==> src/inst_mem.hex <==
// One 32-bit instruction word per line, word 0 at byte address 0x200
// Upper half is 0x1000 plus the word index, lower half is the byte address
10000200
10010204
10020208
1003020c
10040210
10050214
10060218
1007021c
10080220
10090224
100a0228
100b022c
100c0230
100d0234
100e0238
100f023c
10100240
10110244
10120248
1013024c
10140250
10150254
10160258
1017025c
10180260
10190264
101a0268
101b026c
101c0270
101d0274
101e0278
101f027c
10200280
10210284
10220288
1023028c
10240290
10250294
10260298
1027029c
102802a0
102902a4
102a02a8
102b02ac
102c02b0
102d02b4
102e02b8
102f02bc
103002c0
103102c4
103202c8
103302cc
103402d0
103502d4
103602d8
103702dc
103802e0
103902e4
103a02e8
103b02ec
103c02f0
103d02f4
103e02f8
103f02fc

==> src/hdl/fetch_pkg.sv <==
/*
  Constants of the fetch stage: reset pc, instruction width and pc step.
  Imported by the fetch unit and the top level.
*/

package fetch_pkg;

  // First pc fetched after reset
  localparam logic [31:0] fetch_rst_addr = 32'h0000_0200;

  // Width of one instruction word
  localparam int inst_bits = 32;

  // Bytes between sequential instructions
  localparam int fetch_step = 4;

  // Notes
  // All instructions are one word, word aligned
  // Redirect targets are assumed word aligned too
  // No compressed encodings

endpackage

==> src/hdl/mem_msg_pkg.sv <==
/*
  Field widths and op codes of the memory request and response messages.
  Shared by the fetch unit and the instruction memory.
*/

package mem_msg_pkg;

  // ----------------------------------------
  // Message op code
  // ----------------------------------------

  // One bit is enough for read or write
  // Fetch only ever issues reads
  typedef enum logic {
    mem_op_read  = 1'b0,
    mem_op_write = 1'b1
  } mem_op_t;

  // ----------------------------------------
  // Field widths
  // ----------------------------------------

  // Byte count of the access
  // Zero encodes a full word
  localparam int mem_len_bits = 4;

  // Byte address
  localparam int mem_addr_bits = 32;

  // Payload of a response, or of a write request
  localparam int mem_data_bits = 32;

  // ----------------------------------------
  // Handshake notes
  // ----------------------------------------

  // Request fields travel with req_val, response fields with resp_val
  // A message moves on an edge with both val and rdy high
  // The opaque field has no meaning to the memory
  // Memory copies it from request to response unchanged
  // Fetch uses it as an epoch tag to spot stale responses
  // Its width is a module parameter, not a package constant

endpackage

==> src/hdl/fetch_subsys.sv <==
/*
  Fetch subsystem top level. Joins the fetch unit to the instruction ROM
  and exposes the decode channel and the redirect inputs.
*/

`timescale 1ns/100ps

module fetch_subsys
  import mem_msg_pkg::*, fetch_pkg::*;
#(
  parameter int p_opaq_bits   = 2,
  parameter int p_mem_words   = 64,
  parameter int p_queue_depth = 4
) (
  input  logic                     clk,
  input  logic                     rst,
  output logic                     inst_val,
  input  logic                     inst_rdy,
  output logic [inst_bits-1:0]     inst,
  output logic [mem_addr_bits-1:0] pc,
  input  logic                     redirect_val,
  input  logic [mem_addr_bits-1:0] redirect_target
);

  // ----------------------------------------
  // Memory channel
  // ----------------------------------------

  logic                     mem_req_val;
  logic                     mem_req_rdy;
  logic [p_opaq_bits-1:0]   mem_req_opaque;
  logic [mem_addr_bits-1:0] mem_req_addr;
  logic                     mem_resp_val;
  logic                     mem_resp_rdy;
  logic [p_opaq_bits-1:0]   mem_resp_opaque;
  logic [mem_addr_bits-1:0] mem_resp_addr;
  logic [mem_data_bits-1:0] mem_resp_data;

  // Op and len stay open, the ROM only reads whole words
  fetch_unit #(
    .p_opaq_bits (p_opaq_bits)
  ) fetch_unit_i (
    .clk             (clk),
    .rst             (rst),
    .mem_req_val     (mem_req_val),
    .mem_req_rdy     (mem_req_rdy),
    .mem_req_op      (),
    .mem_req_opaque  (mem_req_opaque),
    .mem_req_addr    (mem_req_addr),
    .mem_req_len     (),
    .mem_resp_val    (mem_resp_val),
    .mem_resp_rdy    (mem_resp_rdy),
    .mem_resp_opaque (mem_resp_opaque),
    .mem_resp_addr   (mem_resp_addr),
    .mem_resp_data   (mem_resp_data),
    .inst_val        (inst_val),
    .inst_rdy        (inst_rdy),
    .inst            (inst),
    .pc              (pc),
    .redirect_val    (redirect_val),
    .redirect_target (redirect_target)
  );

  inst_mem #(
    .p_opaq_bits   (p_opaq_bits),
    .p_mem_words   (p_mem_words),
    .p_queue_depth (p_queue_depth)
  ) inst_mem_i (
    .clk         (clk),
    .rst         (rst),
    .req_val     (mem_req_val),
    .req_rdy     (mem_req_rdy),
    .req_opaque  (mem_req_opaque),
    .req_addr    (mem_req_addr),
    .resp_val    (mem_resp_val),
    .resp_rdy    (mem_resp_rdy),
    .resp_opaque (mem_resp_opaque),
    .resp_addr   (mem_resp_addr),
    .resp_data   (mem_resp_data)
  );

endmodule

==> src/hdl/fetch_unit.sv <==
/*
  Instruction fetch unit. Streams word reads to memory with several in
  flight, tags each with an epoch, and passes returned words to decode.
  A redirect from decode restarts fetch and squashes the old path.
*/

`timescale 1ns/100ps

module fetch_unit
  import mem_msg_pkg::*, fetch_pkg::*;
#(
  parameter int p_opaq_bits = 2
) (
  input  logic                     clk,
  input  logic                     rst,

  // Memory request
  output logic                     mem_req_val,
  input  logic                     mem_req_rdy,
  output mem_op_t                  mem_req_op,
  output logic [p_opaq_bits-1:0]   mem_req_opaque,
  output logic [mem_addr_bits-1:0] mem_req_addr,
  output logic [mem_len_bits-1:0]  mem_req_len,

  // Memory response
  input  logic                     mem_resp_val,
  output logic                     mem_resp_rdy,
  input  logic [p_opaq_bits-1:0]   mem_resp_opaque,
  input  logic [mem_addr_bits-1:0] mem_resp_addr,
  input  logic [mem_data_bits-1:0] mem_resp_data,

  // Decode channel
  output logic                     inst_val,
  input  logic                     inst_rdy,
  output logic [inst_bits-1:0]     inst,
  output logic [mem_addr_bits-1:0] pc,

  // Redirect from decode
  input  logic                     redirect_val,
  input  logic [mem_addr_bits-1:0] redirect_target
);

  // One count per tag value
  localparam logic [p_opaq_bits:0] max_in_flight = (p_opaq_bits+1)'(2 ** p_opaq_bits);

  logic                     req_xfer;
  logic                     resp_xfer;
  logic [p_opaq_bits:0]     num_in_flight;
  logic [mem_addr_bits-1:0] curr_addr;
  logic [p_opaq_bits-1:0]   epoch;
  logic                     should_drop;

  // ----------------------------------------
  // Transfers and in-flight count
  // ----------------------------------------

  assign req_xfer  = mem_req_val & mem_req_rdy;
  assign resp_xfer = mem_resp_val & mem_resp_rdy;

  // Dropped responses count as returned too
  always_ff @(posedge clk) begin
    if (rst) begin
      num_in_flight <= '0;
    end else if (req_xfer && !resp_xfer) begin
      num_in_flight <= num_in_flight + 1'b1;
    end else if (resp_xfer && !req_xfer) begin
      num_in_flight <= num_in_flight - 1'b1;
    end
  end

  // ----------------------------------------
  // Fetch address and epoch
  // ----------------------------------------

  // Redirect wins over the sequential step
  always_ff @(posedge clk) begin
    if (rst) begin
      curr_addr <= fetch_rst_addr;
    end else if (redirect_val) begin
      curr_addr <= redirect_target;
    end else if (req_xfer) begin
      curr_addr <= curr_addr + mem_addr_bits'(fetch_step);
    end
  end

  // New path, new tag
  // A request sent on the redirect edge still carries the old tag
  always_ff @(posedge clk) begin
    if (rst) begin
      epoch <= '0;
    end else if (redirect_val) begin
      epoch <= epoch + 1'b1;
    end
  end

  // ----------------------------------------
  // Request side
  // ----------------------------------------

  // Keep asking while a tag slot is free
  assign mem_req_val    = (num_in_flight < max_in_flight);
  assign mem_req_op     = mem_op_read;
  assign mem_req_opaque = epoch;
  assign mem_req_addr   = curr_addr;
  // Full word
  assign mem_req_len    = '0;

  // ----------------------------------------
  // Response side
  // ----------------------------------------

  // Tag from an older path, never shown to decode
  assign should_drop = (mem_resp_opaque != epoch);

  // Stale words are swallowed at once
  assign mem_resp_rdy = inst_rdy | should_drop;
  assign inst_val     = mem_resp_val & !should_drop;

  // Word and its address go straight through
  assign inst = mem_resp_data;
  assign pc   = mem_resp_addr;

endmodule

==> src/hdl/inst_mem.sv <==
/*
  Instruction ROM with a two-stage read pipeline and a response queue.
  Loaded from a hex image at start-up. Request acceptance reserves queue
  space so a stalled response side never loses a word.
*/

`timescale 1ns/100ps

module inst_mem
  import mem_msg_pkg::*;
#(
  parameter int p_opaq_bits   = 2,
  parameter int p_mem_words   = 64,
  parameter int p_queue_depth = 4
) (
  input  logic                     clk,
  input  logic                     rst,

  input  logic                     req_val,
  output logic                     req_rdy,
  input  logic [p_opaq_bits-1:0]   req_opaque,
  input  logic [mem_addr_bits-1:0] req_addr,

  output logic                     resp_val,
  input  logic                     resp_rdy,
  output logic [p_opaq_bits-1:0]   resp_opaque,
  output logic [mem_addr_bits-1:0] resp_addr,
  output logic [mem_data_bits-1:0] resp_data
);

  localparam int idx_bits = (p_mem_words > 1) ? $clog2(p_mem_words) : 1;
  localparam int ptr_bits = (p_queue_depth > 1) ? $clog2(p_queue_depth) : 1;
  localparam int cnt_bits = $clog2(p_queue_depth + 1);

  logic [mem_data_bits-1:0] rom [p_mem_words];

  initial begin
    $readmemh("/design/src/inst_mem.hex", rom);
  end

  logic                     req_xfer;
  logic                     deq;
  logic                     s1_val;
  logic [p_opaq_bits-1:0]   s1_opaque;
  logic [mem_addr_bits-1:0] s1_addr;
  logic [idx_bits-1:0]      s1_idx;
  logic                     s2_val;
  logic [p_opaq_bits-1:0]   s2_opaque;
  logic [mem_addr_bits-1:0] s2_addr;
  logic [mem_data_bits-1:0] s2_data;
  logic [p_opaq_bits-1:0]   q_opaque [p_queue_depth];
  logic [mem_addr_bits-1:0] q_addr [p_queue_depth];
  logic [mem_data_bits-1:0] q_data [p_queue_depth];
  logic [ptr_bits-1:0]      wr_ptr;
  logic [ptr_bits-1:0]      rd_ptr;
  logic [cnt_bits-1:0]      count;
  logic [cnt_bits-1:0]      count_next;
  logic [cnt_bits:0]        total_next;

  assign req_xfer = req_val & req_rdy;
  assign deq      = resp_val & resp_rdy;

  // ----------------------------------------
  // Read pipeline
  // ----------------------------------------

  // Word index wraps over the image
  assign s1_idx = idx_bits'((s1_addr >> 2) % p_mem_words);

  // Stage 1 latches the request, stage 2 the ROM word
  always_ff @(posedge clk) begin
    if (rst) begin
      s1_val <= 1'b0;
      s2_val <= 1'b0;
    end else begin
      s1_val <= req_xfer;
      s2_val <= s1_val;
    end
  end

  always_ff @(posedge clk) begin
    s1_opaque <= req_opaque;
    s1_addr   <= req_addr;
    s2_opaque <= s1_opaque;
    s2_addr   <= s1_addr;
    s2_data   <= rom[s1_idx];
  end

  // ----------------------------------------
  // Response queue
  // ----------------------------------------

  // Stage 2 always has room, reserved at accept time
  always_ff @(posedge clk) begin
    if (s2_val) begin
      q_opaque[wr_ptr] <= s2_opaque;
      q_addr[wr_ptr]   <= s2_addr;
      q_data[wr_ptr]   <= s2_data;
    end
  end

  always_ff @(posedge clk) begin
    if (rst) begin
      wr_ptr <= '0;
      rd_ptr <= '0;
      count  <= '0;
    end else begin
      if (s2_val) begin
        wr_ptr <= (wr_ptr == ptr_bits'(p_queue_depth - 1)) ? '0 : wr_ptr + 1'b1;
      end
      if (deq) begin
        rd_ptr <= (rd_ptr == ptr_bits'(p_queue_depth - 1)) ? '0 : rd_ptr + 1'b1;
      end
      count <= count_next;
    end
  end

  always_comb begin
    count_next = count;
    if (s2_val && !deq) begin
      count_next = count + 1'b1;
    end else if (deq && !s2_val) begin
      count_next = count - 1'b1;
    end
  end

  assign resp_val    = (count != '0);
  assign resp_opaque = q_opaque[rd_ptr];
  assign resp_addr   = q_addr[rd_ptr];
  assign resp_data   = q_data[rd_ptr];

  // ----------------------------------------
  // Request admission
  // ----------------------------------------

  // Reads in flight next cycle plus queued entries
  assign total_next = {1'b0, count_next} + (cnt_bits+1)'(req_xfer) + (cnt_bits+1)'(s1_val);

  // Registered so it stays low through reset
  always_ff @(posedge clk) begin
    if (rst) begin
      req_rdy <= 1'b0;
    end else begin
      req_rdy <= (total_next < (cnt_bits+1)'(p_queue_depth));
    end
  end

endmodule

==> config.mk <==
export PLATFORM = sky130hd
export DESIGN_NAME = fetch_subsys
export DESIGN_NICKNAME = d
export VERILOG_FILES = /design/src/hdl/fetch_pkg.sv /design/src/hdl/mem_msg_pkg.sv /design/src/hdl/fetch_subsys.sv /design/src/hdl/fetch_unit.sv /design/src/hdl/inst_mem.sv
export SDC_FILE = /design/constraint.sdc
export NUM_CORES = 1
export LEC_CHECK = 0
export BUFFER_PORTS_ARGS = -buffer_cell sky130_fd_sc_hd__buf_2
export CAP_MARGIN = 20
export CORE_MARGIN = 10
export CORE_UTILIZATION = 30
export CTS_BUF_LIST = sky130_fd_sc_hd__clkbuf_8
export CTS_CLUSTER_DIAMETER = 80
export CTS_CLUSTER_SIZE = 40
export DETAILED_ROUTE_END_ITERATION = 6
export GPL_ROUTABILITY_DRIVEN = 0
export GPL_TIMING_DRIVEN = 0
export PLACE_DENSITY_LB_ADDON = 0.25
export SLEW_MARGIN = 20
export SYNTH_ARGS = -nofsm -noshare
export SYNTH_HDL_FRONTEND = slang
export SYNTH_SLANG_ARGS = --single-unit
export TNS_END_PERCENT = 30
==> constraint.sdc <==
create_clock -name clk -period 6.85 [get_ports clk]
set_clock_uncertainty 0.05 [all_clocks]
set_input_delay 0 -clock clk [delete_from_list [all_inputs] [get_ports clk]]
set_output_delay 0 -clock clk [all_outputs]
set_load 0.01 [all_outputs]
==> impl_metrics.json <==
{
  "totalPowerFinal_mw": 3.08,
  "vias": 4804,
  "final.period_utilization_pct": 45.1,
  "cp.arrival_ps": 3520,
  "wirelength_um": 18300,
  "grt_pass1_wl_um": 28800,
  "die_h_um": 195,
  "cts_made_buffers": 11,
  "tightest_slew_ps": 726,
  "hp-class": "input port to register",
  "diodes": 0,
  "ios": 101,
  "r2r_slack_ps": 3760,
  "die_w_um": 195,
  "max_slew_margin_pct": 51.6,
  "r2r-end": "fetch_unit_i.num_in_flight[2]$_SDFFE_PP0P_",
  "grt_pass1_vias": 5083,
  "maxCapViolations": 0,
  "rows": 63,
  "via_per_inst": 4.21,
  "outcome": "completed",
  "h-tree-depth": 1,
  "syn_to_final_growth_pct": 17.9,
  "synth_seq_cells": 253,
  "power_density_nw_per_um2": 285,
  "yosysWarnings": 0,
  "period_minus_slack_ps": 3090,
  "yosysSeqAreaShare_pct": 70.2,
  "crit_end": "fetch_unit_i.num_in_flight[2]$_SDFFE_PP0P_",
  "hp-start": "redirect_val",
  "place_area_um2": 10200,
  "io_buffers": 68,
  "grt-ovfl-total": 0,
  "cts_setup_buffers": 0,
  "clk_pin_slew_ps": 210,
  "dieArea_um2": 37900,
  "leakage_nw": 3.99,
  "rsz0062_at_grt": "false",
  "tritoncts": "done",
  "worstPathMaxFanout": 8,
  "dpl.cell_count": 1088,
  "critPathKind": "register to register",
  "crit_required_ps": 7290,
  "r2r_cells": 11,
  "root_buffer": "clkbuf_8",
  "synth_cell_type_count": 39,
  "synth.avg_cell_area_um2": 15.4,
  "hold_violations": 0,
  "peakVddDrop_v": 0.000126,
  "ant_nets": 0,
  "insertion_delay_ps": 540,
  "fmax_ghz": 0.324,
  "grt_max_degree": 42,
  "routedWlPerCell_um": 16.0,
  "critPathLaunchType": "register",
  "start_util_pct": 30.6,
  "design_area_um2": 10800,
  "end_kind": "register",
  "hold_ws_ps": 68.6,
  "cts.sinks": 253,
  "final_nets": 796,
  "final-setup-viol-count": 0,
  "synth_area_um2": 9160,
  "grt_use_total_pct": 9.49,
  "clockBufferDepth": 3,
  "dp_hpwl_um": 12600,
  "min_path_cells": 5,
  "drc": 0,
  "drt_iter0_markers": 236,
  "syn_inst": 595,
  "tns_ps": 0,
  "fin_cells": 1142,
  "drive_gt1_share_pct": 22.2,
  "core_area_um2": 29900,
  "slew_violations": 0,
  "drt_pre_antenna_iters": 4,
  "antenna_found_initial": 0
}
==> critical path, stage by stage, from the launching register on <==
cell	delay, ps
dfxtp_1	350
clkbuf_1	520
inv_1	150
o41ai_2	460
or2_1	170
buf_6	140
ha_1	180
inv_1	60
fa_1	370
xor2_1	160
or3_1	300
a21oi_1	130
==> placed cells by master, fill, tap and decap left out, types with 2 or more instances in the layout <==
master	count
mux4_2	32
a21oi_1	25
and2_2	4
nor2b_1	9
and3_1	4
buf_4	32
conb_1	32
inv_1	21
nor3_1	8
nand2_1	21
nor2_1	35
nand4_1	9
dfxtp_1	117
dlygate4sd3_1	37
or3_1	2
or2_2	2
buf_6	2
xnor2_1	24
clkbuf_1	13
o21a_1	13
nand2b_1	3
edfxtp_1	136
buf_12	3
clkbuf_8	11
mux2i_1	20
o21ai_0	6
xor2_1	15
nand3_1	8
nor3b_1	2
buf_2	72
buf_1	3
and4_1	4
ha_1	11
==> layer usage <==
layer	track usage (%)	vias to the layer above	routed length [µm]
met4	2.53	0	295
met2	16.9	83	9300
li1	-	2372	-
met5	0	-	0
met1	11.5	2331	7950
met3	1.60	18	721
==> where the power goes <==
part	internal [mW]	switching, mW
sequential	1.69	0.0536
clock	0.176	0.454
combinational	0.345	0.361
total	2.21	0.869
==> how the worst min path moves through the flow <==
stage	to	slack, ps
after floorplan	fetch_unit_i.mem_req_addr[9]$_SDFFE_PP1N_	80
after global routing	fetch_unit_i.mem_req_addr[18]$_SDFFE_PP0N_	70
after CTS	fetch_unit_i.mem_req_addr[18]$_SDFFE_PP0N_	50
after global placement	fetch_unit_i.mem_req_addr[8]$_SDFFE_PP0N_	210
final	fetch_unit_i.mem_req_addr[18]$_SDFFE_PP0N_	70
after detailed placement	fetch_unit_i.mem_req_addr[6]$_SDFFE_PP0N_	210
==> synthesized netlist by cell type <==
cell	n	area share, %
a21oi_1	25	1.4
a211o_1	1	0.096
o2bb2ai_1	1	0.096
buf_6	2	0.25
mux2i_1	20	2.2
nand4_1	9	0.61
or3_1	2	0.14
nor3b_1	2	0.16
mux4_2	32	7.9
nor2_1	35	1.4
nor2b_1	9	0.61
and3_1	4	0.27
nand2b_1	3	0.21
o21bai_1	1	0.082
or2_2	2	0.14
buf_2	4	0.22
xor2_1	15	1.4
o41ai_2	1	0.18
buf_4	32	2.6
or2_1	1	0.068
ha_1	11	1.5
dfxtp_1	117	26
nor4b_2	1	0.16
conb_1	1	0.041
and2_1	5	0.34
o21a_1	13	1.1
nand3_1	8	0.44
nor4_1	1	0.068
clkbuf_1	13	0.53
buf_1	3	0.12
nand2_1	21	0.86
o21ai_0	6	0.33
edfxtp_1	136	45
xnor2_1	24	2.3
nor3_1	8	0.44
inv_1	20	0.82
nor4_2	1	0.14
fa_1	1	0.22
and4_1	4	0.38
==> cell families after synthesis <==
family | share of synthesized area (%)
flops | 70.2
simple gates | 6.48
buf+inv | 4.56
mux | 10.1
compound gates | 3.21
xor+xnor | 3.73
fa+ha+maj | 1.72
other cells | 0.0410
==> layout make-up <==
| class | count | area [µm²] |
|---|---|---|
| buffer | 54 | 343 |
| fill | 2828 | 19100 |
| clock inverter | 6 | 82.6 |
| inverter | 20 | 75.1 |
| clock buffer | 11 | 151 |
| tap | 390 | 488 |
| timing repair buffer | 109 | 798 |
| multi-input combinational | 299 | 2430 |
| sequential | 253 | 6430 |
==> state kept, by name, indices dropped and copies added (netlist names), 3 cells and up, named ones only <==
signal	flops
fetch_unit_i.mem_req_addr	32
fetch_unit_i.num_in_flight	3
inst_mem_i.count	3
inst_mem_i.q_addr	128
inst_mem_i.q_opaque	8
inst_mem_i.s1_addr	32
inst_mem_i.s2_addr	32
==> per-stage QoR <==
stage          util [%]  worst slack [ps]
6_report           36.1              3760
2_1_floorplan         -              4220
3_5_place_dp       34.1              3750
4_1_cts            36.1              3700
3_3_place_gp       33.8              3780
5_1_grt            36.1              3510
==> what timing repair did <==
item	CTS	global route
endpoints found under the hold margin	38	0
hold buffers	37	0
resized for setup	0	0
Note: power is estimated with default switching activity, not from simulation.
